<file path="config.mk">
export PLATFORM = sky130hd
export DESIGN_NAME = tri_wave_gen
export DESIGN_NICKNAME = d
export VERILOG_FILES = /design/src/hw/tx_pkg.sv /design/src/hw/tri_wave_gen.sv
export SDC_FILE = /design/constraint.sdc
export NUM_CORES = 1
export LEC_CHECK = 0
export BUFFER_PORTS_ARGS = -buffer_cell sky130_fd_sc_hd__buf_2
export CAP_MARGIN = 20
export CORE_MARGIN = 4
export CORE_UTILIZATION = 56
export DETAILED_ROUTE_END_ITERATION = 16
export PLACE_DENSITY = 0.76
export SYNTH_ARGS = -nofsm -noshare
export SYNTH_HDL_FRONTEND = slang
export SYNTH_SLANG_ARGS = --single-unit
</file>
<file path="constraint.sdc">
create_clock -name ps_clk -period 2.87 [get_ports ps_clk]
set_input_delay 0.1435 -clock ps_clk [delete_from_list [all_inputs] [get_ports ps_clk]]
set_output_delay 0.1435 -clock ps_clk [all_outputs]
set_load 0.03 [all_outputs]
</file>
<file path="src/hw/tx_pkg.sv">
// ==========================================================================
// transmit path package: sizes, config stream format and sample
// containers shared by the DAC transmit blocks
// ==========================================================================
`default_nettype none

package tx_pkg;

  localparam int channels        = 2;
  localparam int sample_width    = 16;
  localparam int phase_bits      = 32;
  localparam int scale_width     = 18;
  localparam int scale_frac_bits = 16;
  localparam int awg_depth       = 64;

  localparam int awg_addr_bits = $clog2(awg_depth);
  // signed sample times unsigned gain with its sign bit
  localparam int scaled_width  = sample_width + scale_width + 1;

  localparam logic [scale_width-1:0] scale_one = scale_width'(1) << scale_frac_bits;
  localparam logic [sample_width-1:0] sample_max = {1'b0, {(sample_width-1){1'b1}}};
  localparam logic [sample_width-1:0] sample_min = {1'b1, {(sample_width-1){1'b0}}};

  typedef logic [awg_addr_bits-1:0] awg_addr_t;
  typedef logic [awg_addr_bits:0]   awg_len_t;

  typedef enum logic [2:0] {
    tgt_tri_phase_inc = 3'd0,
    tgt_scale         = 3'd1,
    tgt_source_sel    = 3'd2,
    tgt_burst_len     = 3'd3
  } cfg_target_e;

  typedef enum logic [1:0] {
    src_awg  = 2'd0,
    src_tri  = 2'd1,
    src_zero = 2'd2
  } source_sel_e;

  typedef struct packed {
    cfg_target_e target;
    logic        channel;
    logic [31:0] value;
  } cfg_word_t;

  typedef logic signed [sample_width-1:0] sample_t;

  typedef struct packed {
    logic    channel;
    sample_t sample;
    logic    last;
  } awg_wr_t;

  typedef sample_t [channels-1:0] sample_vec_t;

  typedef struct packed {
    sample_vec_t samples;
    logic        trigger;
  } dac_frame_t;

endpackage

`default_nettype wire

</file>
<file path="src/hw/tri_wave_gen.sv">
// ==========================================================================
// triangle wave source: a phase accumulator per channel, folded into a
// signed ramp that rises over half a period and falls over the other
// ==========================================================================
`timescale 1ns/10ps
`default_nettype none

module tri_wave_gen (
  input  logic                ps_clk,
  input  logic                ps_reset,
  input  tx_pkg::cfg_word_t   cfg,
  input  logic                cfg_valid,
  output tx_pkg::sample_vec_t samples
);

  logic                inc_write;
  tx_pkg::sample_vec_t fold_next;

  assign inc_write = cfg_valid && (cfg.target == tx_pkg::tgt_tri_phase_inc);

  for (genvar ch = 0; ch < tx_pkg::channels; ch++) begin : g_chan
    logic [tx_pkg::phase_bits-1:0] phase;
    logic [tx_pkg::phase_bits-1:0] phase_inc;
    tx_pkg::sample_t               rise;

    // a new increment restarts the ramp at its bottom
    always_ff @(posedge ps_clk) begin
      if (ps_reset) begin
        phase     <= '0;
        phase_inc <= '0;
      end else if (inc_write && (cfg.channel == 1'(ch))) begin
        phase     <= '0;
        phase_inc <= cfg.value;
      end else begin
        phase <= phase + phase_inc;
      end
    end

    // offset binary of the half period, msb flipped to get two's complement
    assign rise = {~phase[tx_pkg::phase_bits-2],
                   phase[tx_pkg::phase_bits-3 -: tx_pkg::sample_width-1]};

    // second half mirrors the first
    assign fold_next[ch] = phase[tx_pkg::phase_bits-1] ? ~rise : rise;
  end

  always_ff @(posedge ps_clk) begin
    samples <= fold_next;
  end

endmodule

`default_nettype wire

</file>
==> qor.yml <==
drt_iter0_drc: 490
avgRoutedWirePerCell_um: 15.0
cp-start-kind: "flip-flop"
period_share_pct: 94.5
hold_path_class: "in2reg"
syn_area_per_cell_um2: 8.58
port-buffer-count: 70
rsz0062_at_grt: "yes"
dominantRegCellSynth: "dfxtp_1"
crit_type: "reg2reg"
htree_levels: 4
place_inst: 1151
instances_no_fill: 1214
crit_required_ns: 3.17
clk_latency_ns: 0.43
clockRootBuffer: "clkbuf_16"
hold_viol_final: 0
rows: 43
syn_nets: 1033
ir_drop_mv: 0.386
postPlaceCellArea_um2: 8490
overflow: 0
drc: 0
grt_pass1_vias: 6536
grt_use_total_pct: 23.0
die_h_um: 127
slowest_delay_ns: 0.38
die_w_um: 127
drv_slew: 0
cp_max_fo: 5
dpl.hpwl_um: 12900
synth-seq-area-share_pct: 40.1
fin_nets: 1125
ys_ff_latch: 160
p_per_area_nw_per_um2: 535
first_pass_iters: 6
antenna_found_initial: 0
fmax_ghz: 0.369
cts.sinks: 160
initial_core_util_pct: 57.3
fin_skew_ns: 0.00629
postRouteWirelength_um: 18200
via_per_inst: 5.53
die_area_um2: 16200
synth_top_area_share_pct: 40.1
cts_tree: "built"
netlist_area_um2: 7980
slowest_stage: "fa_2"
grt_pass1_wl_um: 30500
post_cts_buffers: 0
synth_warnings: 0
clk_path_buf_depth: 2
num_vias: 6718
totalPowerFinal_mw: 5.06
yosysTopAreaCell: "dfxtp_1"
whs_ns: 0.115
cp_cell_sequence: "ha_1 -> fa_2 -> a211oi_2 -> o21ai_2 -> o2111ai_2 -> a21boi_2 -> a2bb2oi_2 -> o2bb2ai_1 -> a221oi_2 -> xor2_1 -> nor2_1"
area_growth_pct: 18.5
endpoint_kind: "flip-flop"
core_um2: 13900
synth_edf_count: 0
critPathTopFamily: "compound AO/OA/AOI/OAI gates"
cts_made_buffers: 17
grt_max_degree: 44
async_flop_share_pct: 0
status: "completed"
postRouteAntennaNets: 0
clkTransAtPathRegs_ns: 0.06
cap_viol_max_count: 0
p_leak_nw: 4.41
min_period_ns: 2.71
slew_headroom_pct: 49.0
postSynthCellCount: 930
ys_types: 63
worst_slew_pin_slew_ns: 0.765
cp.arrival_ns: 3.01
crit_buf_inv: 0
final_layout_size_suffix_gt1_share_pct: 13.1
fin_ws_ns: 0.158
setup_viol: 0
io_pins: 71
gp_congestion: 0.882
design_area_um2: 9460
ys_top_cells_by_area: "dfxtp_1, ha_1, nand2_1, a21oi_1, xor2_1"
dp_slack_ns: 0.113
antenna_cells: 0
n_fill_cell: 1114
## synthesized netlist by cell type, types with 8 or more instances
cell / number
inv_1: 12
o21bai_1: 8
nand4_1: 8
dfxtp_1: 160
nand3_1: 10
ha_1: 62
nand2b_1: 9
xor2_1: 51
and3_1: 11
a21oi_1: 119
nand2_1: 162
o21ai_0: 20
and2_1: 15
a21o_1: 40
o21ai_1: 9
nor2_1: 76
clkbuf_1: 34
xnor2_1: 32
## worst reg2reg max path, stage by stage (launching register included)
cell	delay, ns
dfxtp_1	0.31
ha_1	0.21
fa_2	0.38
a211oi_2	0.26
o21ai_2	0.13
o2111ai_2	0.22
a21boi_2	0.14
a2bb2oi_2	0.21
o2bb2ai_1	0.20
a221oi_2	0.27
xor2_1	0.20
nor2_1	0.06
## layer usage
metal	wire (µm)	share of wire, %	track usage, %
met2	8610	47	38.3
met3	912	5.0	4.31
met1	8270	46	29.9
met4	368	2.0	8.20
met5	0	0	0
## state kept, by name, summed over array words and instances, names as in the netlist
name,cells
g_chan.phase,64
g_chan.phase_inc,64
samples,32
## through the flow
step                setup TNS [ns]  util [%]
CTS                              0      67.8
global route               -0.0259      67.9
floorplan                        0         -
finish                           0      67.9
detailed placement               0      60.9
global placement                 0      60.9
## what timing repair did
item                                    CTS  global route
hold buffers                             32             0
hold endpoints to repair                 61             0
endpoints found under the setup margin    0             5
gates resized for setup                   0             2
## where the power goes
| part | leakage (nW) | switching, mW | internal (mW) |
|---|---|---|---|
| sequential | 1.29 | 0.0222 | 2.27 |
| clock | 0.309 | 0.880 | 1.58 |
| combinational | 2.81 | 0.184 | 0.121 |
## cell usage in the layout, fill, tap and decap left out, types with 3 or more instances in the layout
master	instances
a211oi_1	3
a21oi_1	119
inv_1	12
xnor2_1	32
a21oi_2	3
o21a_1	5
nor3_1	4
bufinv_16	5
a21o_1	40
a211o_1	4
nand2b_1	9
nand3_1	10
and2_1	15
dfxtp_1	160
nor2_1	76
a31oi_1	7
dlygate4sd3_1	32
nor3b_1	5
o21ai_0	20
buf_2	70
clkbuf_16	17
buf_4	10
nand2_1	162
nor2b_1	5
a211oi_2	4
xor2_1	51
a21boi_1	3
o21bai_1	8
ha_1	62
o211ai_1	5
and3_1	11
nand4_1	8
o21ai_1	9
## kinds of logic after synthesis
logic type | after synthesis | share of synthesized area, %
buffers and inverters | 51 | 2.41
adder cells (fa/ha/maj) | 64 | 10.2
AND/OR/NAND/NOR | 315 | 17.2
multiplexers | 1 | 0.125
flip-flops | 160 | 40.1
AO/OA/AOI/OAI | 256 | 20.8
XOR/XNOR | 83 | 9.11
## final timing paths
| check | depth (start not counted) | slack, ns | end | start |
|---|---|---|---|---|
| min | 4 | 0.12 | g_chan[0].phase_inc[23] | cfg[32] |
| max | 11 | 0.16 | g_chan[1].phase[28] | g_chan[1].phase_inc[0] |
| min reg2reg | 1 | 0.45 | samples[22] | g_chan[1].phase[21] |
| max reg2reg | 11 | 0.16 | g_chan[1].phase[28] | g_chan[1].phase_inc[0] |
## area by class of cell
type	instances	area (µm²)	area share (%)
Multi-Input combinational cell	719	4590	48.6
Sequential cell	160	3200	33.9
Timing Repair Buffer	112	746	7.89
Clock buffer	21	460	4.87
Tap cell	180	225	2.38
Clock inverter	10	184	1.94
Inverter	12	45.0	0.476
(Power assumes the default switching activity.)
