File: src/hw/tx_pkg.sv
// ==========================================================================
// transmit path package: sizes, config stream format and sample
// containers shared by the DAC transmit blocks
// ==========================================================================
`default_nettype none

package tx_pkg;

  localparam int channels        = 2;
  localparam int sample_width    = 16;
  localparam int phase_bits      = 32;
  localparam int scale_width     = 18;
  localparam int scale_frac_bits = 16;
  localparam int awg_depth       = 64;

  localparam int awg_addr_bits = $clog2(awg_depth);
  // signed sample times unsigned gain with its sign bit
  localparam int scaled_width  = sample_width + scale_width + 1;

  localparam logic [scale_width-1:0] scale_one = scale_width'(1) << scale_frac_bits;
  localparam logic [sample_width-1:0] sample_max = {1'b0, {(sample_width-1){1'b1}}};
  localparam logic [sample_width-1:0] sample_min = {1'b1, {(sample_width-1){1'b0}}};

  typedef logic [awg_addr_bits-1:0] awg_addr_t;
  typedef logic [awg_addr_bits:0]   awg_len_t;

  typedef enum logic [2:0] {
    tgt_tri_phase_inc = 3'd0,
    tgt_scale         = 3'd1,
    tgt_source_sel    = 3'd2,
    tgt_burst_len     = 3'd3
  } cfg_target_e;

  typedef enum logic [1:0] {
    src_awg  = 2'd0,
    src_tri  = 2'd1,
    src_zero = 2'd2
  } source_sel_e;

  typedef struct packed {
    cfg_target_e target;
    logic        channel;
    logic [31:0] value;
  } cfg_word_t;

  typedef logic signed [sample_width-1:0] sample_t;

  typedef struct packed {
    logic    channel;
    sample_t sample;
    logic    last;
  } awg_wr_t;

  typedef sample_t [channels-1:0] sample_vec_t;

  typedef struct packed {
    sample_vec_t samples;
    logic        trigger;
  } dac_frame_t;

endpackage

`default_nettype wire

File: src/hw/awg_buffer.sv
// ==========================================================================
// arbitrary waveform buffer: per-channel sample memory loaded from a
// write stream, replayed in bursts with a trigger on each channel 0 frame
// ==========================================================================
`timescale 1ns/10ps
`default_nettype none

module awg_buffer (
  input  logic                ps_clk,
  input  logic                ps_reset,
  input  tx_pkg::cfg_word_t   cfg,
  input  logic                cfg_valid,
  input  tx_pkg::awg_wr_t     awg_wr,
  input  logic                awg_wr_valid,
  output logic                awg_wr_ready,
  input  logic                start,
  output tx_pkg::sample_vec_t samples,
  output logic                trigger,
  output logic                busy
);

  logic [tx_pkg::channels-1:0] active;
  logic                        frame_start;
  logic                        wr_fire;
  logic                        burst_write;
  logic                        launch;

  assign busy         = |active;
  assign awg_wr_ready = ~busy;
  assign wr_fire      = awg_wr_valid && awg_wr_ready;
  assign burst_write  = cfg_valid && (cfg.target == tx_pkg::tgt_burst_len);
  assign launch       = start && !busy;

  for (genvar ch = 0; ch < tx_pkg::channels; ch++) begin : g_chan
    tx_pkg::sample_t   mem [tx_pkg::awg_depth];
    tx_pkg::awg_addr_t wr_ptr;
    tx_pkg::awg_addr_t rd_addr;
    tx_pkg::awg_len_t  frame_len;
    logic [31:0]       burst_len;
    logic [31:0]       rep_cnt;
    logic              playing;
    logic              wr_here;
    logic              frame_end;
    logic              burst_end;
    tx_pkg::sample_t   rd_data;

    assign wr_here   = wr_fire && (awg_wr.channel == 1'(ch));
    assign frame_end = ({1'b0, rd_addr} + 1'b1) == frame_len;
    assign burst_end = (rep_cnt + 32'd1) == burst_len;

    always_ff @(posedge ps_clk) begin
      if (wr_here) begin
        mem[wr_ptr] <= awg_wr.sample;
      end
    end

    // last closes the frame and rewinds for the next load
    always_ff @(posedge ps_clk) begin
      if (ps_reset) begin
        wr_ptr    <= '0;
        frame_len <= '0;
      end else if (wr_here) begin
        if (awg_wr.last) begin
          wr_ptr    <= '0;
          frame_len <= {1'b0, wr_ptr} + 1'b1;
        end else begin
          wr_ptr <= wr_ptr + 1'b1;
        end
      end
    end

    always_ff @(posedge ps_clk) begin
      if (ps_reset) begin
        burst_len <= 32'd1;
      end else if (burst_write && (cfg.channel == 1'(ch))) begin
        burst_len <= cfg.value;
      end
    end

    // empty frames never start
    always_ff @(posedge ps_clk) begin
      if (ps_reset) begin
        playing <= 1'b0;
        rd_addr <= '0;
        rep_cnt <= '0;
      end else if (launch && (frame_len != '0)) begin
        playing <= 1'b1;
        rd_addr <= '0;
        rep_cnt <= '0;
      end else if (playing) begin
        if (frame_end) begin
          rd_addr <= '0;
          rep_cnt <= rep_cnt + 32'd1;
          if (burst_end) begin
            playing <= 1'b0;
          end
        end else begin
          rd_addr <= rd_addr + 1'b1;
        end
      end
    end

    // memory read doubles as the output register and gives zero while idle
    always_ff @(posedge ps_clk) begin
      rd_data <= playing ? mem[rd_addr] : '0;
    end

    assign samples[ch] = rd_data;
    assign active[ch]  = playing;

    // only channel 0 frames mark the trigger
    if (ch == 0) begin : g_trig
      assign frame_start = playing && (rd_addr == '0);
    end
  end

  // lines up with the first sample of each channel 0 repetition
  always_ff @(posedge ps_clk) begin
    if (ps_reset) begin
      trigger <= 1'b0;
    end else begin
      trigger <= frame_start;
    end
  end

endmodule

`default_nettype wire

File: config.mk
export PLATFORM = sky130hd
export DESIGN_NAME = awg_buffer
export DESIGN_NICKNAME = d
export VERILOG_FILES = /design/src/hw/tx_pkg.sv /design/src/hw/awg_buffer.sv
export SDC_FILE = /design/constraint.sdc
export NUM_CORES = 2
export LEC_CHECK = 0
export BUFFER_PORTS_ARGS = -buffer_cell sky130_fd_sc_hd__buf_2
export CORE_MARGIN = 4
export CORE_UTILIZATION = 46
export CTS_CLUSTER_SIZE = 10
export DETAILED_ROUTE_END_ITERATION = 12
export GPL_TIMING_DRIVEN = 0
export PLACE_DENSITY = 0.67
export SLEW_MARGIN = 20
export SYNTH_ARGS = -nofsm -noshare
export SYNTH_HDL_FRONTEND = slang
export SYNTH_SLANG_ARGS = --single-unit
export TNS_END_PERCENT = 20
File: constraint.sdc
create_clock -name ps_clk -period 5.78 [get_ports ps_clk]
set_input_delay 0.867 -clock ps_clk [delete_from_list [all_inputs] [get_ports ps_clk]]
set_output_delay 0.867 -clock ps_clk [all_outputs]
set_load 0.01 [all_outputs]
==> impl_metrics.py <==
metrics = {
    "clock_tree": {
        "clk_latency_ns": 0.92,
        "ctsHoldBuffers": 0,
        "clock-sinks": 2249,
        "cts_tree": "yes",
        "cts_buffers": 277,
        "ctsResizeCount": 0,
        "cts.htree.levels": 5,
        "path_clk_slew_ns": 0.06,
        "clock_path_buffers": 4,
        "root_buffer": "clkbuf_16",
        "cts_setup_buffers": 0,
    },
    "logic_synthesis": {
        "syn_area_per_cell_um2": 20.2,
        "synthDistinctLibCells": 73,
        "ys_warn_count": 0,
        "ys_seq_area_share_pct": 74.2,
        "netlist_area_mm2": 0.0883,
        "synthCells": 4377,
        "synth_seq_cells": 2249,
        "async_flop_share_pct": 0,
        "synthesis.nets": 4443,
        "synth_edf_count": 2048,
        "ys.flop_type": "edfxtp_1",
    },
    "die": {
        "dieWidth_um": 446,
        "coreArea_mm2": 0.191,
        "die_h_um": 446,
        "start_util_pct": 46.4,
        "dieArea_mm2": 0.199,
        "ios": 94,
        "rows": 160,
    },
    "sta": {
        "maxSlewViolCount": 0,
        "period_minus_slack_ns": 5.32,
        "final_hold_viol_count": 0,
        "finalClockSkew_ns": 0.0540,
        "max_freq_mhz": 188,
        "worst_slew_pin_slew_ns": 1.15,
        "post-route-period-util_pct": 92.0,
        "slew_headroom_pct": 22.6,
        "tns_ns": 0,
        "rsz0062_at_grt": "no",
        "worst_slack_ns": 0.462,
        "setup_viol": 0,
    },
    "global_routing": {
        "grt_pass1_wl_um": 320000,
        "grt_max_degree": 108,
        "grt_pass1_vias": 45400,
        "gr-total-overflow": 0,
        "antenna_found_initial": 20,
        "grt_usage_pct": 22.2,
    },
    "final_layout": {
        "drive_above_1_share_pct": 28.1,
        "nets": 4944,
        "fin_cells": 7484,
        "syn_to_final_growth_pct": 15.3,
    },
    "critical_path": {
        "crit_arrival_ns": 6.05,
        "worstPathRequired_ns": 6.51,
        "critPathMaxFanout": 10,
        "r2r_cells": 14,
        "timing.setup.critical_path_class": "flip-flop to flip-flop",
        "reg2reg_to": "g_chan[0].rep_cnt[17]$_SDFFE_PP0P_",
        "critPathCaptureType": "flip-flop",
        "r2r_start": "g_chan[0].rd_addr[1]$_SDFFE_PP0P_",
        "cp-start-kind": "flip-flop",
        "r2r_slack_ns": 0.46,
    },
    "job": {
        "drv_cap": 0,
    },
    "power_and_ir_drop": {
        "ir_drop_v": 0.000208,
        "power-per-cell-area_mw_per_mm2": 342,
        "total_power_mw": 34.8,
        "leakage_nw": 31.1,
    },
    "placement": {
        "dp_cells": 7110,
        "place_congestion": 0.865,
        "pre_cts_ws_ns": 0.552,
        "hpwl_um": 147000,
        "port_buffers": 92,
    },
    "hold_path": {
        "hold_path.class": "primary input to flip-flop",
        "hp-start": "cfg[23]",
        "worstHoldPathCells": 3,
        "hold_end": "g_chan[0].burst_len[23]$_SDFFE_PP0P_",
    },
    "route": {
        "ant_nets": 0,
        "drtPass1Iterations": 6,
        "vias": 45600,
        "wl_per_cell_um": 29.4,
        "vias_per_cell": 6.09,
        "drt_iter0_drc": 5524,
        "drc": 0,
        "finalWirelength_um": 220000,
    },
    "outcome": {
        "outcome": "finished clean",
    },
}
==> cell families after synthesis <==
logic type	Yosys count	share of synthesized area [%]
xor gates and xnor gates	155	1.57
DFF	2249	74.2
adders and majority gates	7	0.0991
and+or+nand+nor	770	4.19
AOI/OAI and AO/OA	246	1.72
buffers and inverters	272	1.28
muxes	678	17.0
==> how the worst max path moves through the flow <==
| stage | start | end | slack, ns | depth (start not counted) |
|---|---|---|---|---|
| after CTS | g_chan[0].rd_addr[1]$_SDFFE_PP0P_ | g_chan[0].rep_cnt[30]$_SDFFE_PP0P_ | 0.51 | 14 |
| after global routing | g_chan[0].rd_addr[1]$_SDFFE_PP0P_ | g_chan[0].rep_cnt[24]$_SDFFE_PP0P_ | 0.20 | 14 |
| after floorplan | g_chan[0].rd_addr[1]$_SDFFE_PP0P_ | g_chan[0].rep_cnt[23]$_SDFFE_PP0P_ | 2.52 | 14 |
| final | g_chan[0].rd_addr[1]$_SDFFE_PP0P_ | g_chan[0].rep_cnt[17]$_SDFFE_PP0P_ | 0.46 | 14 |
| after detailed placement | g_chan[0].rd_addr[1]$_SDFFE_PP0P_ | g_chan[0].rep_cnt[30]$_SDFFE_PP0P_ | 0.55 | 14 |
| after global placement | g_chan[0].rd_addr[1]$_SDFFE_PP0P_ | g_chan[0].rep_cnt[25]$_SDFFE_PP0P_ | 0.62 | 14 |
==> cells in the final DEF, fill, tap and decap left out, types with 46 or more instances in the layout <==
cell type  netlist  final
a211oi_1        46     46
a21oi_1        115    115
buf_2           61    138
buf_6            2     85
buf_8            0     47
clkbuf_1       145    219
clkbuf_16        0    282
dfxtp_1        201    201
edfxtp_1      2048   2048
mux4_2         656    656
nand2_1        207    207
nand3_1         64     64
nor2_1         233    105
nor2_2           0    114
xnor2_1         98     98
xor2_1          55     55
==> synth_stat cells (23+ instances only) <==
cell type	count	area, um^2
nand3_1	64	320
nand2_1	207	777
buf_2	61	305
edfxtp_1	2048	61500
and2_1	24	150
clkbuf_1	145	544
nor3_1	39	195
dfxtp_1	201	4020
nor2_1	233	875
xor2_1	55	482
nand4_1	31	194
a21oi_1	115	576
a211oi_1	46	345
nor4_1	23	144
or3_1	43	269
o21ai_0	41	205
mux4_2	656	14800
buf_1	41	154
xnor2_1	98	858
==> where the power goes <==
| part | internal (mW) | total [mW] | switching (mW) |
|---|---|---|---|
| Combinational | 0.863 | 2.08 | 1.22 |
| Sequential | 17.8 | 17.8 | 0.0262 |
| Clock | 8.85 | 14.9 | 6.05 |
| Total | 27.5 | 34.8 | 7.29 |
==> stage by stage <==
step	hold slack (ns)	instance area [um^2]	utilization [%]
after floorplan	0.446	88300	-
after global placement	0.464	91900	48.2
after detailed placement	0.468	94300	49.5
after CTS	0.151	102000	53.4
after global routing	0.206	102000	53.4
final	0.219	102000	53.4
==> final cells by class <==
class / instances / area [um^2]
diodes: 4 / 10.0
plain buffers: 255 / 1070
clock buffers: 359 / 7380
clock inverters: 11 / 116
fillers: 14500 / 88700
inverters: 17 / 63.8
multi-input cells: 1856 / 22100
flip-flops and latches: 2249 / 65500
well taps: 2511 / 3140
repair buffers: 222 / 2460
==> sequential cells by signal (all words and copies together), names as in the netlist <==
| register | flops |
|---|---|
| g_chan.playing | 2 |
| g_chan.rd_addr | 12 |
| g_chan.wr_ptr | 12 |
| g_chan.rd_data | 32 |
| g_chan.rep_cnt | 64 |
| trigger | 1 |
| g_chan.burst_len | 64 |
| g_chan.frame_len | 14 |
| g_chan.mem | 2048 |
==> worst max-delay path: stages (launching register included) <==
cell	delay, ns
dfxtp_1	0.34
buf_2	0.24
buf_2	0.36
buf_1	0.71
clkbuf_1	0.83
inv_1	0.10
ha_1	0.35
xor2_1	0.18
a2111oi_4	0.43
nand4_1	0.40
buf_2	0.34
buf_2	0.21
buf_1	0.31
o21ai_0	0.25
a21oi_1	0.09
==> per-layer routing <==
metal	wire, um	GRT usage, %	share of wire (%)
met1	89800	32.1	41
met2	104000	34.4	47
met3	20700	4.96	9.4
met4	5760	6.34	2.6
met5	10	0	0.0045
Note: power is estimated with default switching activity, not from simulation.
