**config.mk**
```make
export PLATFORM = sky130hd
export DESIGN_NAME = sample_scaler
export DESIGN_NICKNAME = d
export VERILOG_FILES = /design/src/hw/tx_pkg.sv /design/src/hw/sample_scaler.sv
export SDC_FILE = /design/constraint.sdc
export NUM_CORES = 1
export LEC_CHECK = 0
export ABC_CLOCK_PERIOD_IN_PS = 15150
export BUFFER_PORTS_ARGS = -buffer_cell sky130_fd_sc_hd__buf_4
export CAP_MARGIN = 5
export CORE_MARGIN = 5
export CORE_UTILIZATION = 38
export DETAILED_ROUTE_END_ITERATION = 8
export SLEW_MARGIN = 0
export SYNTH_ARGS = -nofsm -noshare
export SYNTH_HDL_FRONTEND = slang
export SYNTH_SLANG_ARGS = --single-unit
```
**constraint.sdc**
```tcl
create_clock -name ps_clk -period 15.15 [get_ports ps_clk]
set_input_delay 1.515 -clock ps_clk [delete_from_list [all_inputs] [get_ports ps_clk]]
set_output_delay 1.515 -clock ps_clk [all_outputs]
set_load 0.005 [all_outputs]
```
**src/hw/tx_pkg.sv**
```systemverilog
// ==========================================================================
// transmit path package: sizes, config stream format and sample
// containers shared by the DAC transmit blocks
// ==========================================================================
`default_nettype none

package tx_pkg;

  localparam int channels        = 2;
  localparam int sample_width    = 16;
  localparam int phase_bits      = 32;
  localparam int scale_width     = 18;
  localparam int scale_frac_bits = 16;
  localparam int awg_depth       = 64;

  localparam int awg_addr_bits = $clog2(awg_depth);
  // signed sample times unsigned gain with its sign bit
  localparam int scaled_width  = sample_width + scale_width + 1;

  localparam logic [scale_width-1:0] scale_one = scale_width'(1) << scale_frac_bits;
  localparam logic [sample_width-1:0] sample_max = {1'b0, {(sample_width-1){1'b1}}};
  localparam logic [sample_width-1:0] sample_min = {1'b1, {(sample_width-1){1'b0}}};

  typedef logic [awg_addr_bits-1:0] awg_addr_t;
  typedef logic [awg_addr_bits:0]   awg_len_t;

  typedef enum logic [2:0] {
    tgt_tri_phase_inc = 3'd0,
    tgt_scale         = 3'd1,
    tgt_source_sel    = 3'd2,
    tgt_burst_len     = 3'd3
  } cfg_target_e;

  typedef enum logic [1:0] {
    src_awg  = 2'd0,
    src_tri  = 2'd1,
    src_zero = 2'd2
  } source_sel_e;

  typedef struct packed {
    cfg_target_e target;
    logic        channel;
    logic [31:0] value;
  } cfg_word_t;

  typedef logic signed [sample_width-1:0] sample_t;

  typedef struct packed {
    logic    channel;
    sample_t sample;
    logic    last;
  } awg_wr_t;

  typedef sample_t [channels-1:0] sample_vec_t;

  typedef struct packed {
    sample_vec_t samples;
    logic        trigger;
  } dac_frame_t;

endpackage

`default_nettype wire

```
**src/hw/sample_scaler.sv**
```systemverilog
// ==========================================================================
// prescaler: per channel fixed point gain with saturation to the
// signed sample range, registered into the DAC frame
// ==========================================================================
`timescale 1ns/10ps
`default_nettype none

module sample_scaler (
  input  logic                ps_clk,
  input  logic                ps_reset,
  input  tx_pkg::cfg_word_t   cfg,
  input  logic                cfg_valid,
  input  tx_pkg::sample_vec_t samples,
  input  logic                trigger,
  output tx_pkg::dac_frame_t  dac_out
);

  logic                scale_write;
  tx_pkg::sample_vec_t sat_samples;

  assign scale_write = cfg_valid && (cfg.target == tx_pkg::tgt_scale);

  for (genvar ch = 0; ch < tx_pkg::channels; ch++) begin : g_chan
    logic        [tx_pkg::scale_width-1:0]  gain;
    logic signed [tx_pkg::scaled_width-1:0] prod;
    logic signed [tx_pkg::scaled_width-1:0] shifted;
    logic                                   fits;

    always_ff @(posedge ps_clk) begin
      if (ps_reset) begin
        gain <= tx_pkg::scale_one;
      end else if (scale_write && (cfg.channel == 1'(ch))) begin
        gain <= cfg.value[tx_pkg::scale_width-1:0];
      end
    end

    // gain gets a zero sign bit so the multiply stays signed
    assign prod    = samples[ch] * $signed({1'b0, gain});
    assign shifted = prod >>> tx_pkg::scale_frac_bits;

    // in range when everything above the sample msb copies the sign
    assign fits = (&shifted[tx_pkg::scaled_width-1:tx_pkg::sample_width-1]) ||
                  !(|shifted[tx_pkg::scaled_width-1:tx_pkg::sample_width-1]);

    assign sat_samples[ch] = fits ? shifted[tx_pkg::sample_width-1:0] :
                             shifted[tx_pkg::scaled_width-1] ? tx_pkg::sample_min :
                             tx_pkg::sample_max;
  end

  always_ff @(posedge ps_clk) begin
    if (ps_reset) begin
      dac_out <= '0;
    end else begin
      dac_out.samples <= sat_samples;
      dac_out.trigger <= trigger;
    end
  end

endmodule

`default_nettype wire

```
==> metrics.md, run 1 <==
| Metric | Value |
|---|---|
| Register area share after synthesis | `0.06387` |
| Initial Util | `0.3835` |
| CTS buffer count | `9` |
| Final min period | `8.061 ns` |
| Max Fclk | `0.1241 GHz` |
| Hold buffers post-CTS | `0` |
| HP Class | `flip-flop to flip-flop` |
| Compound-gate portion of the synthesized area | `0.06439` |
| Placer Congestion | `0.8572` |
| Vias in the first global route | `17991` |
| Required time of the worst setup path | `15.46 ns` |
| RSZ-0062 raised after global routing | `false` |
| First-pass GRT wire length | `93610 um` |
| Fin. max-slew vios | `0` |
| Initial antenna violation count | `6` |
| Tcrit/Tclk final | `0.5321` |
| Pre-CTS WS | `6.797 ns` |
| Final Hold Fails | `0` |
| Internal Pwr Total | `0.5962 mW` |
| Cells after synthesis | `2419` |
| Mux contribution to synthesized area | `0.01805` |
| Flop pwr share | `0.195` |
| Hold_ws | `0.4850 ns` |
| Outcome | `completed` |
| Fraction of layout cells with a size suffix above 1 | `0.05827` |
| Post-route antenna net violation count | `0` |
| Die Footprint | `61780 sq um` |
| Worst vdd ir | `0.06714 mV` |
| Pleak | `11.93 nW` |
| Mapped cell area | `21630 sq um` |
| Async set or reset register ratio after synthesis | `0` |
| CP startpoint kind | `input pin` |
| Worst Skew | `0.01799 ns` |
| Largest family of logic cells by synthesized area | `adder cells` |
| Chip height | `248.6 um` |
| DR vias | `16186` |
| Max Cap Viol | `0` |
| Sink Count | `69` |
| Syn avg cell area | `8.940 sq um` |
| DRC | `0` |
| Part of the power in combinational logic | `0.563` |
| Clk Latency, worst-skew pair | `0.38 ns` |
| Multi-input gate area | `17880 sq um` |
| Post-Synth XOR/XNOR Area | `0.01458` |
| Post-CTS resize count | `0` |
| Final setup TNS | `0 ns` |
| Worst-margin pin slew | `1.124 ns` |
| # setup viols final | `0` |
| Clock transition at path regs | `0.06 ns` |
| Number of synthesized flops with an enable pin | `0` |
| Clk root buf | `clkbuf_16` |
| # rows | `87` |
| Filler Cell Count | `5661` |
| Largest net degree at the start of global routing | `40` |
| Crit. End Element | `flip-flop` |
| Gr ovfl total | `0` |
| Rel. slew slack | `0.2412` |
| Post-Synth Simple-Gate Area | `0.1781` |
| Cell variety after synth | `67` |
| Drt initial violations | `764` |
| Ports | `105` |
| DP Wirelength | `44360 um` |
| CP Max Fanout | `15` |
| YS warnings | `0` |
| Nets | `3192` |
| Routed len/inst | `17.23 um` |
| Synth Net Count | `3179` |
| CTS HTree Levels | `3` |
| Port-buffer cells | `90` |
| Psw | `0.4619 mW` |
| Mean number of vias per cell | `5.066` |
| Core ar. | `56390 sq um` |
| Crit path DAT | `8.37 ns` |
| Crit path kind | `input pin to flip-flop` |
| FF/Latch Area | `1381 sq um` |
| Post-synthesis adder-cell area fraction | `0.5515` |
| TritonCTS clock tree | `built` |
| DRT Pass-1 Iters | `6` |
| Top_reg_cell synth | `dfxtp_1` |
| Clock Path Buffers | `2` |
| Area delta synth->final | `7.666%` |
| Die X | `248.6 um` |
| GRT Util Overall | `0.1843` |
| Clk pwr share | `0.241` |
| Yosys reg bits | `69` |
| Post-CTS Setup Bufs | `0` |
| Power per standard cell area | `45.44 nW/um^2` |
| Sw frac | `0.4365` |
| Worst setup margin | `7.089 ns` |
| Drt total wl | `55040 um` |
power groups by stage:
| stage | Combinational [mW] | Sequential [mW] | Clock (mW) |
|---|---|---|---|
| final | 0.596 | 0.207 | 0.255 |
| after global routing | 0.675 | 0.209 | 0.271 |
| after CTS | 0.602 | 0.207 | 0.263 |
| after detailed placement | 0.594 | 0.211 | 0 |
| after global placement | 0.586 | 0.210 | 0 |
| after floorplan | 0.419 | 0.207 | 0 |
placed cells by master, fill, tap and decap left out, types with 4 or more instances in the layout:
master and count:
xor2_1 12, or3_1 4, o21bai_1 7, fa_1 442, nand2b_1 21, a211oi_1 9
o211ai_1 8, nor2_1 81, dfxtp_1 69, inv_1 528, nand4_1 16, nor3_1 15
mux2i_1 39, ha_1 246, o21a_1 21, and2_1 263, o21ai_0 21, nor3b_1 17
clkbuf_16 9, a31oi_1 4, buf_4 99, a211oi_2 11, a21oi_1 54, and3_1 6
xnor2_1 24, nand2_1 316, a21o_1 15, nand3_1 13
synth_stat cells, drive strengths merged (3+ instances only):
master	count	share of area
nor2	81	0.014
and3	6	0.0017
o31ai	3	0.0023
mux2i	39	0.018
and4	3	0.0013
nor3	15	0.0035
clkbuf	91	0.016
nand2b	21	0.0061
nand4	17	0.0052
a31o	3	0.0012
xor2	12	0.0049
dfxtp	69	0.064
ha	246	0.14
a211oi	20	0.0095
nor3b	17	0.0059
buf	6	0.0021
o21ai	24	0.0056
and2	263	0.076
o21a	21	0.0073
a21o	15	0.0052
xnor2	24	0.0097
o21bai	7	0.0024
a31oi	4	0.0012
a221o	3	0.0014
a21oi	55	0.013
or3	4	0.0012
nand2	317	0.055
o22ai	3	0.00087
inv	528	0.092
a221oi	3	0.0012
o211ai	8	0.0028
nand3	13	0.0030
fa	442	0.41
kinds of logic (layout without fill, tap and decap cells):
kind of cell	after synthesis	in the layout
AOI/OAI and AO/OA	193	193
xor gates and xnor gates	36	36
adders and majority gates	688	688
buffers and inverters	625	643
DFF	69	69
muxes	39	39
other	0	2
and+or+nand+nor	769	769
worst max-delay path, stage by stage:
cell and delay, ns:
buf_4 0.17, inv_1 0.48, nor2_1 0.11, fa_1 0.53, fa_1 0.43, fa_1 0.54
fa_1 0.43, fa_1 0.49, inv_1 0.05, fa_1 0.47, inv_1 0.04, ha_1 0.41
nand4_1 0.20, or4_1 0.53, a2bb2oi_1 0.18, a211oi_1 0.50, a211oi_2 0.17, mux2i_1 0.22
nand2_1 0.11, a21oi_2 0.57, o21a_1 0.21
final timing paths:
path / depth (start not counted) / slack, ns / to / startpoint
setup / recovery: 21 / 7.09 / dac_out[17] / samples[31]
hold / removal: 2 / 0.48 / g_chan[1].gain[16] / g_chan[1].gain[16]
setup reg to reg: 18 / 7.67 / dac_out[17] / g_chan[1].gain[10]
hold reg to reg: 2 / 0.48 / g_chan[1].gain[16] / g_chan[1].gain[16]
through the flow:
| stage | instances | area, sq um | total power [mW] | util |
|---|---|---|---|---|
| floorplan | 2419 | 21630 | 0.6261 | - |
| global placement | 3177 | 22930 | 0.7963 | 0.4067 |
| detailed placement | 3177 | 22930 | 0.8051 | 0.4067 |
| CTS | 3193 | 23280 | 1.072 | 0.4128 |
| global route | 3193 | 23280 | 1.155 | 0.4128 |
| finish | 3195 | 23280 | 1.058 | 0.4129 |
cell type report:
| type | instances | share of cell area |
|---|---|---|
| clock inverters | 7 | 0.005266 |
| well taps | 756 | 0.04063 |
| repair buffers | 99 | 0.03192 |
| clock buffers | 9 | 0.009673 |
| diodes | 2 | 0.0002149 |
| inverters | 528 | 0.08512 |
| multi-input cells | 1725 | 0.7679 |
| flip-flops and latches | 69 | 0.05933 |
flip-flops by register name, indices dropped and copies added (netlist names):
register / count
g_chan.gain: 36
dac_out: 33
layer usage:
layer / up-vias / GRT usage / part of all wire
met1: 8304 / 0.2486 / 0.44
met4: 8 / 0.04525 / 0.021
met2: 398 / 0.3108 / 0.48
met5: - / 0 / 0.00078
met3: 93 / 0.03135 / 0.057
li1: 7383 / - / -
Note: power is estimated with default switching activity, not from simulation.
==> inputs of run 2 (changes only) <==
- ABC_CLOCK_PERIOD_IN_PS: 15150 -> 7350
- clock period: 15.15 -> 7.35 ns (I/O delays scaled with it)
==> run 2 against run 1 <==
First-iteration DRC count grew 20%. Largest cell class unchanged. Die area stayed put. Clock skew shrank 0.0043 ns. Via count grew 0.17%. Critical path depth down 1. Power up 100%. Design area increased by 1.1%.
==> metrics.md, run 2 (same netlist as run 1, synthesis figures left out) <==
| Metric | Value |
|---|---|
| Final min period | `6.972 ns` |
| Worst-margin pin slew | `1.129 ns` |
| Die X | `248.6 um` |
| Core ar. | `56390 sq um` |
| CP Max Fanout | `17` |
| RSZ-0062 raised after global routing | `false` |
| Fin. max-slew vios | `0` |
| CTS HTree Levels | `3` |
| # rows | `87` |
| CP startpoint kind | `flip-flop` |
| Clock Path Buffers | `2` |
| CTS buffer count | `9` |
| Worst setup margin | `0.3785 ns` |
| Critical R2R Launch | `g_chan[0].gain[7]` |
| Post-CTS resize count | `0` |
| Area delta synth->final | `8.846%` |
| DR vias | `16214` |
| Worst Setup SP | `g_chan[0].gain[7]` |
| Hold_ws | `0.5787 ns` |
| Fraction of layout cells with a size suffix above 1 | `0.07391` |
| Most flop-heavy register | `g_chan.gain` |
| Worst vdd ir | `0.1156 mV` |
| GRT Util Overall | `0.1814` |
| Die Footprint | `61780 sq um` |
| Crit. End Element | `flip-flop` |
| FF/Latch Area | `1384 sq um` |
| DRC | `0` |
| # setup viols final | `0` |
| Power per standard cell area | `89.90 nW/um^2` |
| Placer Congestion | `0.8622` |
| Drt initial violations | `915` |
| Outcome | `completed` |
| HP Class | `input pin to flip-flop` |
| Max reg flops | `36` |
| Placed cell area | `23240 sq um` |
| Hold buffers post-CTS | `0` |
| Total power | `2.116 mW` |
| Ports | `105` |
| Multi-input gate area | `17880 sq um` |
| Layout Utilization | `0.4175` |
| Worst hold path startpoint | `trigger` |
| DP Wirelength | `45220 um` |
| Cell area after layout | `23540 sq um` |
| Mean number of vias per cell | `5.012` |
| Max Cap Viol | `0` |
| Final Hold Fails | `0` |
| Initial antenna violation count | `9` |
| Dpl cells | `3216` |
| Pre-CTS WS | `0.06226 ns` |
| Routed len/inst | `16.83 um` |
| Filler-free cell count of the finished design | `3235` |
| First-pass GRT wire length | `91830 um` |
| TritonCTS clock tree | `built` |
| Pleak | `12.12 nW` |
| Clk Latency, worst-skew pair | `0.37 ns` |
| Final setup TNS | `0 ns` |
| Top flop regs | `g_chan.gain x36, dac_out x33` |
| Chip height | `248.6 um` |
| Rel. slew slack | `0.2454` |
| Clk root buf | `clkbuf_16` |
| Tcrit/Tclk final | `0.9485` |
| Largest net degree at the start of global routing | `40` |
| Max Fclk | `0.1434 GHz` |
| Filler Cell Count | `5693` |
| Crit path DAT | `7.22 ns` |
| Gr ovfl total | `0` |
| Commonest non-fill, non-tap cell in the layout | `inv_1` |
| Most frequent cells in the layout | `528 x inv_1, 442 x fa_1, 316 x nand2_1` |
| Crit path kind | `flip-flop to flip-flop` |
| Clock transition at path regs | `0.07 ns` |
| Drt total wl | `54460 um` |
| Vias in the first global route | `17795` |
| Required time of the worst setup path | `7.59 ns` |
| Port-buffer cells | `90` |
| Nets | `3231` |
| Post-route antenna net violation count | `0` |
| DRT Pass-1 Iters | `6` |
| Post-CTS Setup Bufs | `0` |
| Worst Skew | `0.01365 ns` |
| Initial Util | `0.3835` |
| Sink Count | `69` |
[run 2: cell count changes in the layout (fill, tap and decap cells not counted), moves of 2 or more]
cell / previous run / this run
buf_4: 99 / 137
bufinv_16: 3 / 0
dfxtp_1: 69 / 67
dfxtp_2: 0 / 2
[run 2: worst paths after layout]
kind | end | slack (ns) | depth (start not counted)
worst min-delay path | dac_out[0] | 0.58 | 2
worst max-delay path | dac_out[5] | 0.38 | 20
worst min register to register | g_chan[1].gain[14] | 0.66 | 2
worst max register to register | dac_out[5] | 0.38 | 20
[run 2: layout make-up]
class	instances	share of cell area
multi-input combinational	1725	0.7595
clock inverter	6	0.002286
antenna	3	0.0003189
sequential	69	0.05879
tap	756	0.04019
timing repair buffer	138	0.04454
inverter	528	0.08420
clock buffer	10	0.01015
[run 2: where the power goes]
part,internal (mW),switching [mW]
Combinational,0.501,0.743
Clock,0.244,0.206
Sequential,0.405,0.0176
[run 2: worst max-delay path, stage by stage (launching register included)]
cell,delay (ns)
dfxtp_1,0.86
and2_1,0.26
fa_1,0.40
inv_1,0.08
fa_1,0.44
fa_1,0.50
fa_1,0.57
inv_1,0.06
fa_1,0.51
fa_1,0.44
ha_1,0.37
and3_1,0.19
and4_4,0.19
a211o_1,0.29
a221o_1,0.43
a2111o_1,0.40
nand4_2,0.17
nand2_4,0.16
o31ai_4,0.25
buf_12,0.19
a211oi_1,0.08
[run 2: metal layers]
metal,GRT usage,up-vias,part of all wire
met5,0,-,0.0013
met2,0.3003,437,0.47
met4,0.04793,12,0.023
met1,0.2459,8222,0.44
met3,0.03427,90,0.063
li1,-,7453,-
