--- src/hw/tx_pkg.sv ---
// ==========================================================================
// transmit path package: sizes, config stream format and sample
// containers shared by the DAC transmit blocks
// ==========================================================================
`default_nettype none

package tx_pkg;

  localparam int channels        = 2;
  localparam int sample_width    = 16;
  localparam int phase_bits      = 32;
  localparam int scale_width     = 18;
  localparam int scale_frac_bits = 16;
  localparam int awg_depth       = 64;

  localparam int awg_addr_bits = $clog2(awg_depth);
  // signed sample times unsigned gain with its sign bit
  localparam int scaled_width  = sample_width + scale_width + 1;

  localparam logic [scale_width-1:0] scale_one = scale_width'(1) << scale_frac_bits;
  localparam logic [sample_width-1:0] sample_max = {1'b0, {(sample_width-1){1'b1}}};
  localparam logic [sample_width-1:0] sample_min = {1'b1, {(sample_width-1){1'b0}}};

  typedef logic [awg_addr_bits-1:0] awg_addr_t;
  typedef logic [awg_addr_bits:0]   awg_len_t;

  typedef enum logic [2:0] {
    tgt_tri_phase_inc = 3'd0,
    tgt_scale         = 3'd1,
    tgt_source_sel    = 3'd2,
    tgt_burst_len     = 3'd3
  } cfg_target_e;

  typedef enum logic [1:0] {
    src_awg  = 2'd0,
    src_tri  = 2'd1,
    src_zero = 2'd2
  } source_sel_e;

  typedef struct packed {
    cfg_target_e target;
    logic        channel;
    logic [31:0] value;
  } cfg_word_t;

  typedef logic signed [sample_width-1:0] sample_t;

  typedef struct packed {
    logic    channel;
    sample_t sample;
    logic    last;
  } awg_wr_t;

  typedef sample_t [channels-1:0] sample_vec_t;

  typedef struct packed {
    sample_vec_t samples;
    logic        trigger;
  } dac_frame_t;

endpackage

`default_nettype wire

--- src/hw/source_mux.sv ---
// ==========================================================================
// source mux: per channel choice of waveform buffer, triangle or silence,
// with the buffer trigger delayed alongside
// ==========================================================================
`timescale 1ns/10ps
`default_nettype none

module source_mux (
  input  logic                ps_clk,
  input  logic                ps_reset,
  input  tx_pkg::cfg_word_t   cfg,
  input  logic                cfg_valid,
  input  tx_pkg::sample_vec_t awg_samples,
  input  tx_pkg::sample_vec_t tri_samples,
  input  logic                awg_trigger,
  output tx_pkg::sample_vec_t samples,
  output logic                trigger
);

  logic                sel_write;
  tx_pkg::sample_vec_t mux_next;

  assign sel_write = cfg_valid && (cfg.target == tx_pkg::tgt_source_sel);

  for (genvar ch = 0; ch < tx_pkg::channels; ch++) begin : g_chan
    tx_pkg::source_sel_e sel;

    always_ff @(posedge ps_clk) begin
      if (ps_reset) begin
        sel <= tx_pkg::src_zero;
      end else if (sel_write && (cfg.channel == 1'(ch))) begin
        sel <= tx_pkg::source_sel_e'(cfg.value[1:0]);
      end
    end

    // unused code 3 also silences the channel
    always_comb begin
      case (sel)
        tx_pkg::src_awg: mux_next[ch] = awg_samples[ch];
        tx_pkg::src_tri: mux_next[ch] = tri_samples[ch];
        default:         mux_next[ch] = '0;
      endcase
    end
  end

  always_ff @(posedge ps_clk) begin
    samples <= mux_next;
  end

  always_ff @(posedge ps_clk) begin
    if (ps_reset) begin
      trigger <= 1'b0;
    end else begin
      trigger <= awg_trigger;
    end
  end

endmodule

`default_nettype wire

--- config.mk ---
export PLATFORM = sky130hd
export DESIGN_NAME = source_mux
export DESIGN_NICKNAME = d
export VERILOG_FILES = /design/src/hw/tx_pkg.sv /design/src/hw/source_mux.sv
export SDC_FILE = /design/constraint.sdc
export NUM_CORES = 1
export LEC_CHECK = 0
export BUFFER_PORTS_ARGS = -buffer_cell sky130_fd_sc_hd__buf_4
export CORE_ASPECT_RATIO = 2
export CORE_MARGIN = 5
export CORE_UTILIZATION = 37
export CTS_CLUSTER_SIZE = 40
export DETAILED_ROUTE_END_ITERATION = 10
export HOLD_SLACK_MARGIN = 0.1
export PLACE_DENSITY = 0.84
export SYNTH_ARGS = -nofsm -noshare
export SYNTH_HDL_FRONTEND = slang
export SYNTH_SLANG_ARGS = --single-unit
--- constraint.sdc ---
create_clock -name ps_clk -period 2.4 [get_ports ps_clk]
set_input_delay 0.72 -clock ps_clk [delete_from_list [all_inputs] [get_ports ps_clk]]
set_output_delay 0.72 -clock ps_clk [all_outputs]
set_load 0.01 [all_outputs]
==> impl_metrics.env, run 1 <==
export IMPL_die_width_um=52.6
export IMPL_drcViolationCount=0
export IMPL_hold_violations=0
export IMPL_multi_input_comb_area_sq_um=541
export IMPL_crit_required_ns=1.68
export IMPL_syn_to_final_growth_pct=69.9
export IMPL_fin_crit_sh=0.607
export IMPL_worstSetupStartpointType="register"
export IMPL_clock_root_buffer="clkbuf_8"
export IMPL_dp_hpwl_um=3180
export IMPL_skew_ns=0.00846
export IMPL_seq_area_frac_synth=0.553
export IMPL_cts_path_max_buffers=2
export IMPL_cts_hold_buf=0
export IMPL_syn_area_per_cell_sq_um=10.8
export IMPL_cts_resized=0
export IMPL_crit_fanout=1
export IMPL_gp_congestion=0.755
export IMPL_crit_type="register to output port"
export IMPL_final_cell_mix="buf_4, dfxtp_1, mux2i_1, nor2_1, clkbuf_8"
export IMPL_grt_pass1_vias=1345
export IMPL_cp_slowest_cell="dfxtp_1"
export IMPL_p_sw_uw=256
export IMPL_mostFrequentLayoutCell="buf_4"
export IMPL_internal_power_mw=1.06
export IMPL_max_vdd_ir_drop_uv=427
export IMPL_comb_power_share=0.102
export IMPL_ios=137
export IMPL_power_density_mw_per_mm2=576
export IMPL_grtUsageTotal=0.163
export IMPL_antenna_found_initial=0
export IMPL_setup_viol_count_final=0
export IMPL_endpoint_kind="output port"
export IMPL_crit_buf_inv=1
export IMPL_routed_wl_um=3830
export IMPL_relSlewSlack=0.612
export IMPL_drt_iter0_markers=10
export IMPL_drive_above_1_share=0.504
export IMPL_p_leak_nw=1.05
export IMPL_rrSetupSlack_ns=1.05
export IMPL_ys_ff_latch=37
export IMPL_hp_class="register to register"
export IMPL_syn_cell_area_sq_mm=0.00134
export IMPL_cts_sinks=37
export IMPL_grt_pass1_wl_um=5950
export IMPL_cp_top_family="flip-flops"
export IMPL_wl_per_cell_um=13.6
export IMPL_final_area_sq_mm=0.00228
export IMPL_syn_inst=124
export IMPL_yosysUniqueCellTypes=13
export IMPL_cts_tree="done"
export IMPL_dieArea_sq_mm=0.00500
export IMPL_cap_violations=0
export IMPL_arrival_ns=0.74
export IMPL_num_antenna_cells=0
export IMPL_tns_ns=0
export IMPL_regArea_sq_um=741
export IMPL_rsz0062_at_grt="false"
export IMPL_placed_area_sq_mm=0.00216
export IMPL_num_rows=31
export IMPL_cts_buffers=5
export IMPL_postCtsSetupBuffers=0
export IMPL_vias=1282
export IMPL_period_needed_ns=1.46
export IMPL_drtPass1Iterations=4
export IMPL_finalMaxSlewViolations=0
export IMPL_antenna_left=0
export IMPL_via_per_inst=4.56
export IMPL_outcome="finished clean"
export IMPL_core_area_sq_mm=0.00357
export IMPL_pwr_share_clk=0.423
export IMPL_fill_cells=330
export IMPL_die_h_um=95.1
export IMPL_htree_levels=2
export IMPL_pwr_share_seq=0.475
export IMPL_crit_chain="buf_4"
export IMPL_synth_warnings=0
export IMPL_tightest_slew_ns=0.582
export IMPL_grt_max_degree=18
export IMPL_cp_slowest_stage_delay_ns=0.31
export IMPL_switching_share=0.195
export IMPL_insertion_delay_ns=0.29
export IMPL_fmax_mhz=687
export IMPL_synthesis_nets=228
export IMPL_path_clk_slew_ns=0.08
export IMPL_portBuffers=106
export IMPL_grt_overflow_total=0
export IMPL_fin_nets=335
export IMPL_start_util=0.376
==> synth_stat cells (all sizes together) <==
cell     number  area share
nand4bb       1      0.0084
buf           7       0.037
clkbuf        1      0.0037
inv           1      0.0028
nor2b         1      0.0047
nand2b        3       0.014
nor2         36        0.10
or2           1      0.0065
dfxtp        37        0.55
mux2i        36        0.27
==> power groups by stage <==
stage | Combinational (mW) | Clock, mW | Sequential (mW)
6_report | 0.133 | 0.555 | 0.624
5_1_grt | 0.146 | 0.600 | 0.624
4_1_cts | 0.135 | 0.576 | 0.624
3_5_place_dp | 0.135 | 0 | 0.638
3_3_place_gp | 0.132 | 0 | 0.638
2_1_floorplan | 0.0332 | 0 | 0.638
==> layout make-up <==
cell class	count	area share
Multi-Input combinational cell	78	0.237
Clock buffer	6	0.0363
Clock inverter	2	0.0165
Timing Repair Buffer	108	0.356
Inverter	1	0.00165
Sequential cell	37	0.325
Tap cell	49	0.0269
==> worst paths after layout <==
| check | endpoint | cells after the start | from |
|---|---|---|---|
| min reg2reg | g_chan[1].sel[0] | 2 | g_chan[1].sel[0] |
| min | g_chan[1].sel[0] | 2 | g_chan[1].sel[0] |
| max | samples[7] | 1 | samples[7] |
| max reg2reg | samples[11] | 3 | g_chan[0].sel[0] |
==> metrics by stage <==
stage | worst slack (ns) | power (mW) | instances | util | hold slack, ns
after CTS | 0.926 | 1.33 | 281 | 0.638 | 0.488
after floorplan | 1.02 | 0.671 | 124 | - | 0.540
after global routing | 0.892 | 1.37 | 281 | 0.638 | 0.519
final | 0.944 | 1.31 | 281 | 0.638 | 0.485
after global placement | 0.886 | 0.770 | 273 | 0.604 | 0.466
after detailed placement | 0.841 | 0.773 | 273 | 0.604 | 0.478
==> flip-flops by register name, summed over array words and instances (netlist names) <==
signal	flops
g_chan.sel	4
samples	32
trigger	1
==> cells by family after synthesis <==
| family | synth area share |
|---|---|
| buffers and inverters | 0.0439 |
| DFF | 0.553 |
| muxes | 0.269 |
| and+or+nand+nor | 0.134 |
==> per-layer routing <==
layer,global-route usage,share of wire
met1,0.148,0.33
met2,0.293,0.51
met3,0.0704,0.14
met4,0.0874,0.025
met5,0,0
Note: power is estimated with default switching activity, not from simulation.
==> inputs of run 2 (changes only) <==
- CORE_UTILIZATION: 37 -> 35
- PLACE_DENSITY: 0.84 -> 0.81
- clock period: 2.4 -> 1.4 ns (I/O delays scaled with it)
==> impl_metrics.env, run 2 (synthesis results as in run 1) <==
export IMPL_routed_wl_um=3520
export IMPL_cap_violations=0
export IMPL_mostFrequentLayoutCell="buf_4"
export IMPL_drcViolationCount=0
export IMPL_ios=137
export IMPL_tightest_slew_ns=0.403
export IMPL_period_needed_ns=1.15
export IMPL_crit_chain="buf_4"
export IMPL_fin_nets=339
export IMPL_p_leak_nw=1.07
export IMPL_gp_congestion=0.653
export IMPL_path_clk_slew_ns=0.07
export IMPL_max_vdd_ir_drop_uv=894
export IMPL_cp_top_family="flip-flops"
export IMPL_die_h_um=97.5
export IMPL_top_regs="samples x32, g_chan.sel x4, trigger x1"
export IMPL_final_cell_mix="buf_4, dfxtp_1, mux2i_1, nor2_1, clkbuf_8"
export IMPL_endpoint_kind="output port"
export IMPL_die_width_um=53.8
export IMPL_antenna_left=0
export IMPL_antenna_found_initial=0
export IMPL_cts_resized=0
export IMPL_start_util=0.356
export IMPL_grt_pass1_vias=1343
export IMPL_postCtsSetupBuffers=0
export IMPL_crit_required_ns=0.98
export IMPL_grt_overflow_total=0
export IMPL_insertion_delay_ns=0.28
export IMPL_cts_buffers=5
export IMPL_drt_iter0_markers=6
export IMPL_tns_ns=0
export IMPL_hp_class="input pin to register"
export IMPL_core_area_sq_mm=0.00376
export IMPL_grt_max_degree=13
export IMPL_portBuffers=106
export IMPL_crit_buf_inv=1
export IMPL_cp_slowest_cell="dfxtp_1"
export IMPL_syn_to_final_growth_pct=72.1
export IMPL_fmax_mhz=873
export IMPL_crit_type="register to output port"
export IMPL_setup_viol_count_final=0
export IMPL_crit_fanout=1
export IMPL_largest_reg_flops=32
export IMPL_dp_hpwl_um=2930
export IMPL_grtUsageTotal=0.138
export IMPL_htree_levels=2
export IMPL_finalMaxSlewViolations=0
export IMPL_power_density_mw_per_mm2=966
export IMPL_grt_pass1_wl_um=5530
export IMPL_cp_slowest_stage_delay_ns=0.31
export IMPL_hold_violations=0
export IMPL_num_antenna_cells=0
export IMPL_rsz0062_at_grt="false"
export IMPL_relSlewSlack=0.731
export IMPL_via_per_inst=4.37
export IMPL_fin_total_pwr_mw=2.23
export IMPL_skew_ns=0.00558
export IMPL_cts_tree="done"
export IMPL_cts_sinks=37
export IMPL_worstSetupStartpointType="register"
export IMPL_clock_root_buffer="clkbuf_8"
export IMPL_drive_above_1_share=0.508
export IMPL_wl_per_cell_um=12.3
export IMPL_dieArea_sq_mm=0.00524
export IMPL_holdWs_ns=0.338
export IMPL_fin_crit_sh=0.818
export IMPL_fill_cells=358
export IMPL_vias=1253
export IMPL_cts_hold_buf=0
export IMPL_arrival_ns=0.73
export IMPL_num_rows=32
export IMPL_cts_path_max_buffers=2
export IMPL_largest_register="samples"
export IMPL_outcome="finished clean"
export IMPL_drtPass1Iterations=2
-- run 2: through the flow --
step	util	cell area, sq um	cells	setup slack [ns]
floorplan	-	1340	124	0.324
global placement	0.582	2190	279	0.177
detailed placement	0.582	2190	279	0.157
CTS	0.613	2310	287	0.231
global route	0.613	2310	287	0.217
finish	0.613	2310	287	0.255
-- run 2: final timing paths --
kind	startpoint	to	cells after the start	slack [ns]
max	samples[16]	samples[16]	1	0.25
min	ps_reset	trigger	2	0.34
max reg2reg	g_chan[1].sel[1]	samples[19]	2	0.46
min reg2reg	g_chan[0].sel[1]	samples[12]	1	0.54
-- run 2: where the power goes --
part           leakage (nW)  internal, mW  switching [mW]
logic                 0.712         0.170          0.0642
clock network        0.0585         0.580           0.346
registers             0.299          1.06         0.00451
total                  1.07          1.81           0.415
-- run 2: final cells by class --
class                      instances  area, sq um  area share
timing repair buffer             112          841       0.365
sequential                        37          741       0.321
multi-input combinational         78          541       0.234
clock buffer                       7         86.3      0.0374
tap                               51         63.8      0.0277
clock inverter                     1         30.0      0.0130
inverter                           1         3.75     0.00163
-- run 2: worst reg2reg max path: stages (launching register included) --
cell	delay (ns)
dfxtp_1	0.57
buf_4	0.22
nor2_1	0.05
-- run 2: per-layer routing --
| metal | part of all wire | GRT usage | vias to the layer above |
|---|---|---|---|
| li1 | - | - | 622 |
| met4 | 0.0088 | 0.0472 | 0 |
| met1 | 0.35 | 0.139 | 532 |
| met5 | 0 | 0 | - |
| met3 | 0.20 | 0.0768 | 2 |
| met2 | 0.44 | 0.227 | 97 |
==> inputs of run 3 (changes only) <==
- ABC_AREA: unset -> 1
- CORE_UTILIZATION: 35 -> 36
- clock period: 1.4 -> 1.1 ns (I/O delays scaled with it)
==> impl_metrics.env, run 3 <==
export IMPL_seq_area_frac_synth=0.517
export IMPL_async_flop_share=0
export IMPL_relSlewSlack=0.805
export IMPL_clock_root_buffer="clkbuf_8"
export IMPL_wl_met3_um=362
export IMPL_fin_total_pwr_mw=2.61
export IMPL_crit_required_ns=0.77
export IMPL_htree_levels=2
export IMPL_gp_congestion=0.717
export IMPL_core_area_sq_mm=0.00384
export IMPL_path_clk_slew_ns=0.07
export IMPL_met1_length_um=1450
export IMPL_portBuffers=106
export IMPL_synth_main_ff_cell="dfxtp_1"
export IMPL_wl_met2_um=2120
export IMPL_cts_hold_buf=0
export IMPL_top_regs="samples x32, g_chan.sel x4, trigger x1"
export IMPL_dp_hpwl_um=3190
export IMPL_cts_tree="done"
export IMPL_syn_cell_area_sq_mm=0.00143
export IMPL_placed_area_sq_mm=0.00224
export IMPL_ios=137
export IMPL_grtUsageTotal=0.159
export IMPL_largest_register="samples"
export IMPL_setup_viol_count_final=0
export IMPL_drcViolationCount=0
export IMPL_grt_overflow_total=0
export IMPL_routed_wl_um=4100
export IMPL_grt_pass1_wl_um=6320
export IMPL_die_h_um=99.2
export IMPL_final_area_sq_mm=0.00232
export IMPL_p_leak_nw=1.27
export IMPL_synth_common_cells="nand3_1, nand2_1, dfxtp_1"
export IMPL_fin_crit_sh=0.959
export IMPL_synth_edf_count=0
export IMPL_dieArea_sq_mm=0.00541
export IMPL_num_rows=32
export IMPL_syn_area_per_cell_sq_um=8.18
export IMPL_finalMaxSlewViolations=0
export IMPL_cts_resized=0
export IMPL_wl_per_cell_um=12.3
export IMPL_via_per_inst=4.53
export IMPL_worstSetupStartpointType="register"
export IMPL_power_density_mw_per_mm2=1120
export IMPL_tightest_slew_ns=0.292
export IMPL_hold_violations=0
export IMPL_crit_fanout=1
export IMPL_largest_reg_flops=32
export IMPL_syn_inst=175
export IMPL_final_cell_mix="buf_4, nand3_1, nand2_1, dfxtp_1, inv_1"
export IMPL_period_needed_ns=1.05
export IMPL_grt_max_degree=33
export IMPL_cp_slowest_cell="dfxtp_1"
export IMPL_outcome="finished clean"
export IMPL_cp_top_family="flip-flops"
export IMPL_ys_ff_latch=37
export IMPL_drive_above_1_share=0.433
export IMPL_fin_nets=386
export IMPL_cp_slowest_stage_delay_ns=0.31
export IMPL_crit_chain="buf_4"
export IMPL_rsz0062_at_grt="false"
export IMPL_syn_to_final_growth_pct=62.2
export IMPL_cts_path_max_buffers=2
export IMPL_postCtsSetupBuffers=0
export IMPL_postLayoutCoreUtil=0.604
export IMPL_synthTopCellsByArea="dfxtp_1, nand3_1, nand2_1, buf_4, buf_6"
export IMPL_mostFrequentLayoutCell="buf_4"
export IMPL_antenna_found_initial=0
export IMPL_drtPass1Iterations=4
export IMPL_grt_pass1_vias=1454
export IMPL_tns_ns=0
export IMPL_synth_warnings=0
export IMPL_num_antenna_cells=0
export IMPL_fmax_mhz=948
export IMPL_cap_violations=0
export IMPL_skew_ns=0.000931
export IMPL_yosysUniqueCellTypes=12
export IMPL_insertion_delay_ns=0.28
export IMPL_arrival_ns=0.72
export IMPL_crit_type="register to output port"
export IMPL_hp_class="input pin to register"
export IMPL_top_layer_used="met4"
export IMPL_crit_buf_inv=1
export IMPL_vias=1508
export IMPL_die_width_um=54.6
export IMPL_endpoint_kind="output port"
export IMPL_synth_top_area_cell="dfxtp_1"
export IMPL_start_util=0.372
export IMPL_drt_iter0_markers=17
export IMPL_synthesis_nets=279
export IMPL_synth_top_area_frac=0.517
export IMPL_cts_buffers=5
export IMPL_antenna_left=0
export IMPL_yosysMostFrequentCell="nand3_1"
export IMPL_cts_sinks=37
export IMPL_max_vdd_ir_drop_uv=717
==> run 3: cell types whose count changed in the layout (fill, tap and decap cells not counted), moves of 2 or more <==
cell	change
nand3_1	+68
nand2b_1	-3
nand2_1	+39
nand4_1	+4
mux2i_1	-36
inv_8	+2
nor2_1	-33
inv_1	+7
==> run 3: worst paths after layout <==
check                   start  slack, ns  cells after the start          endpoint
max                samples[2]       0.05                      1        samples[2]
max reg2reg  g_chan[0].sel[1]       0.19                      4        samples[7]
min reg2reg  g_chan[0].sel[1]       0.47                      2  g_chan[0].sel[1]
min                  ps_reset       0.20                      2           trigger
==> run 3: final cells by class <==
cell class | instances | area [sq um]
clock buffers | 7 | 86.3
repair buffers | 112 | 841
flip-flops and latches | 37 | 741
multi-input cells | 115 | 534
fillers | 373 | 1520
inverters | 11 | 56.3
well taps | 51 | 63.8
==> run 3: per-stage QoR <==
step | hold WS (ns) | cells | worst slack, ns
3_5_place_dp | 0.460 | 326 | 0.136
6_report | 0.202 | 333 | 0.0456
5_1_grt | 0.211 | 333 | 0.0123
2_1_floorplan | 0.401 | 175 | 0.285
4_1_cts | 0.193 | 333 | 0.0251
3_3_place_gp | 0.441 | 326 | 0.144
==> run 3: metal layers <==
layer / vias to the layer above / GRT usage
li1: 792 / -
met1: 637 / 0.169
met2: 67 / 0.261
met3: 12 / 0.0390
met4: 0 / 0.104
met5: - / 0
==> run 3: power by group <==
group	internal (mW)	switching [mW]	total (mW)
clock network	0.497	0.437	0.934
logic	0.203	0.105	0.308
registers	1.36	0.00843	1.37
==> run 3: cell families after synthesis <==
family        Yosys count  synth area share
buf+inv                23             0.109
simple gates          115             0.373
flops                  37             0.517
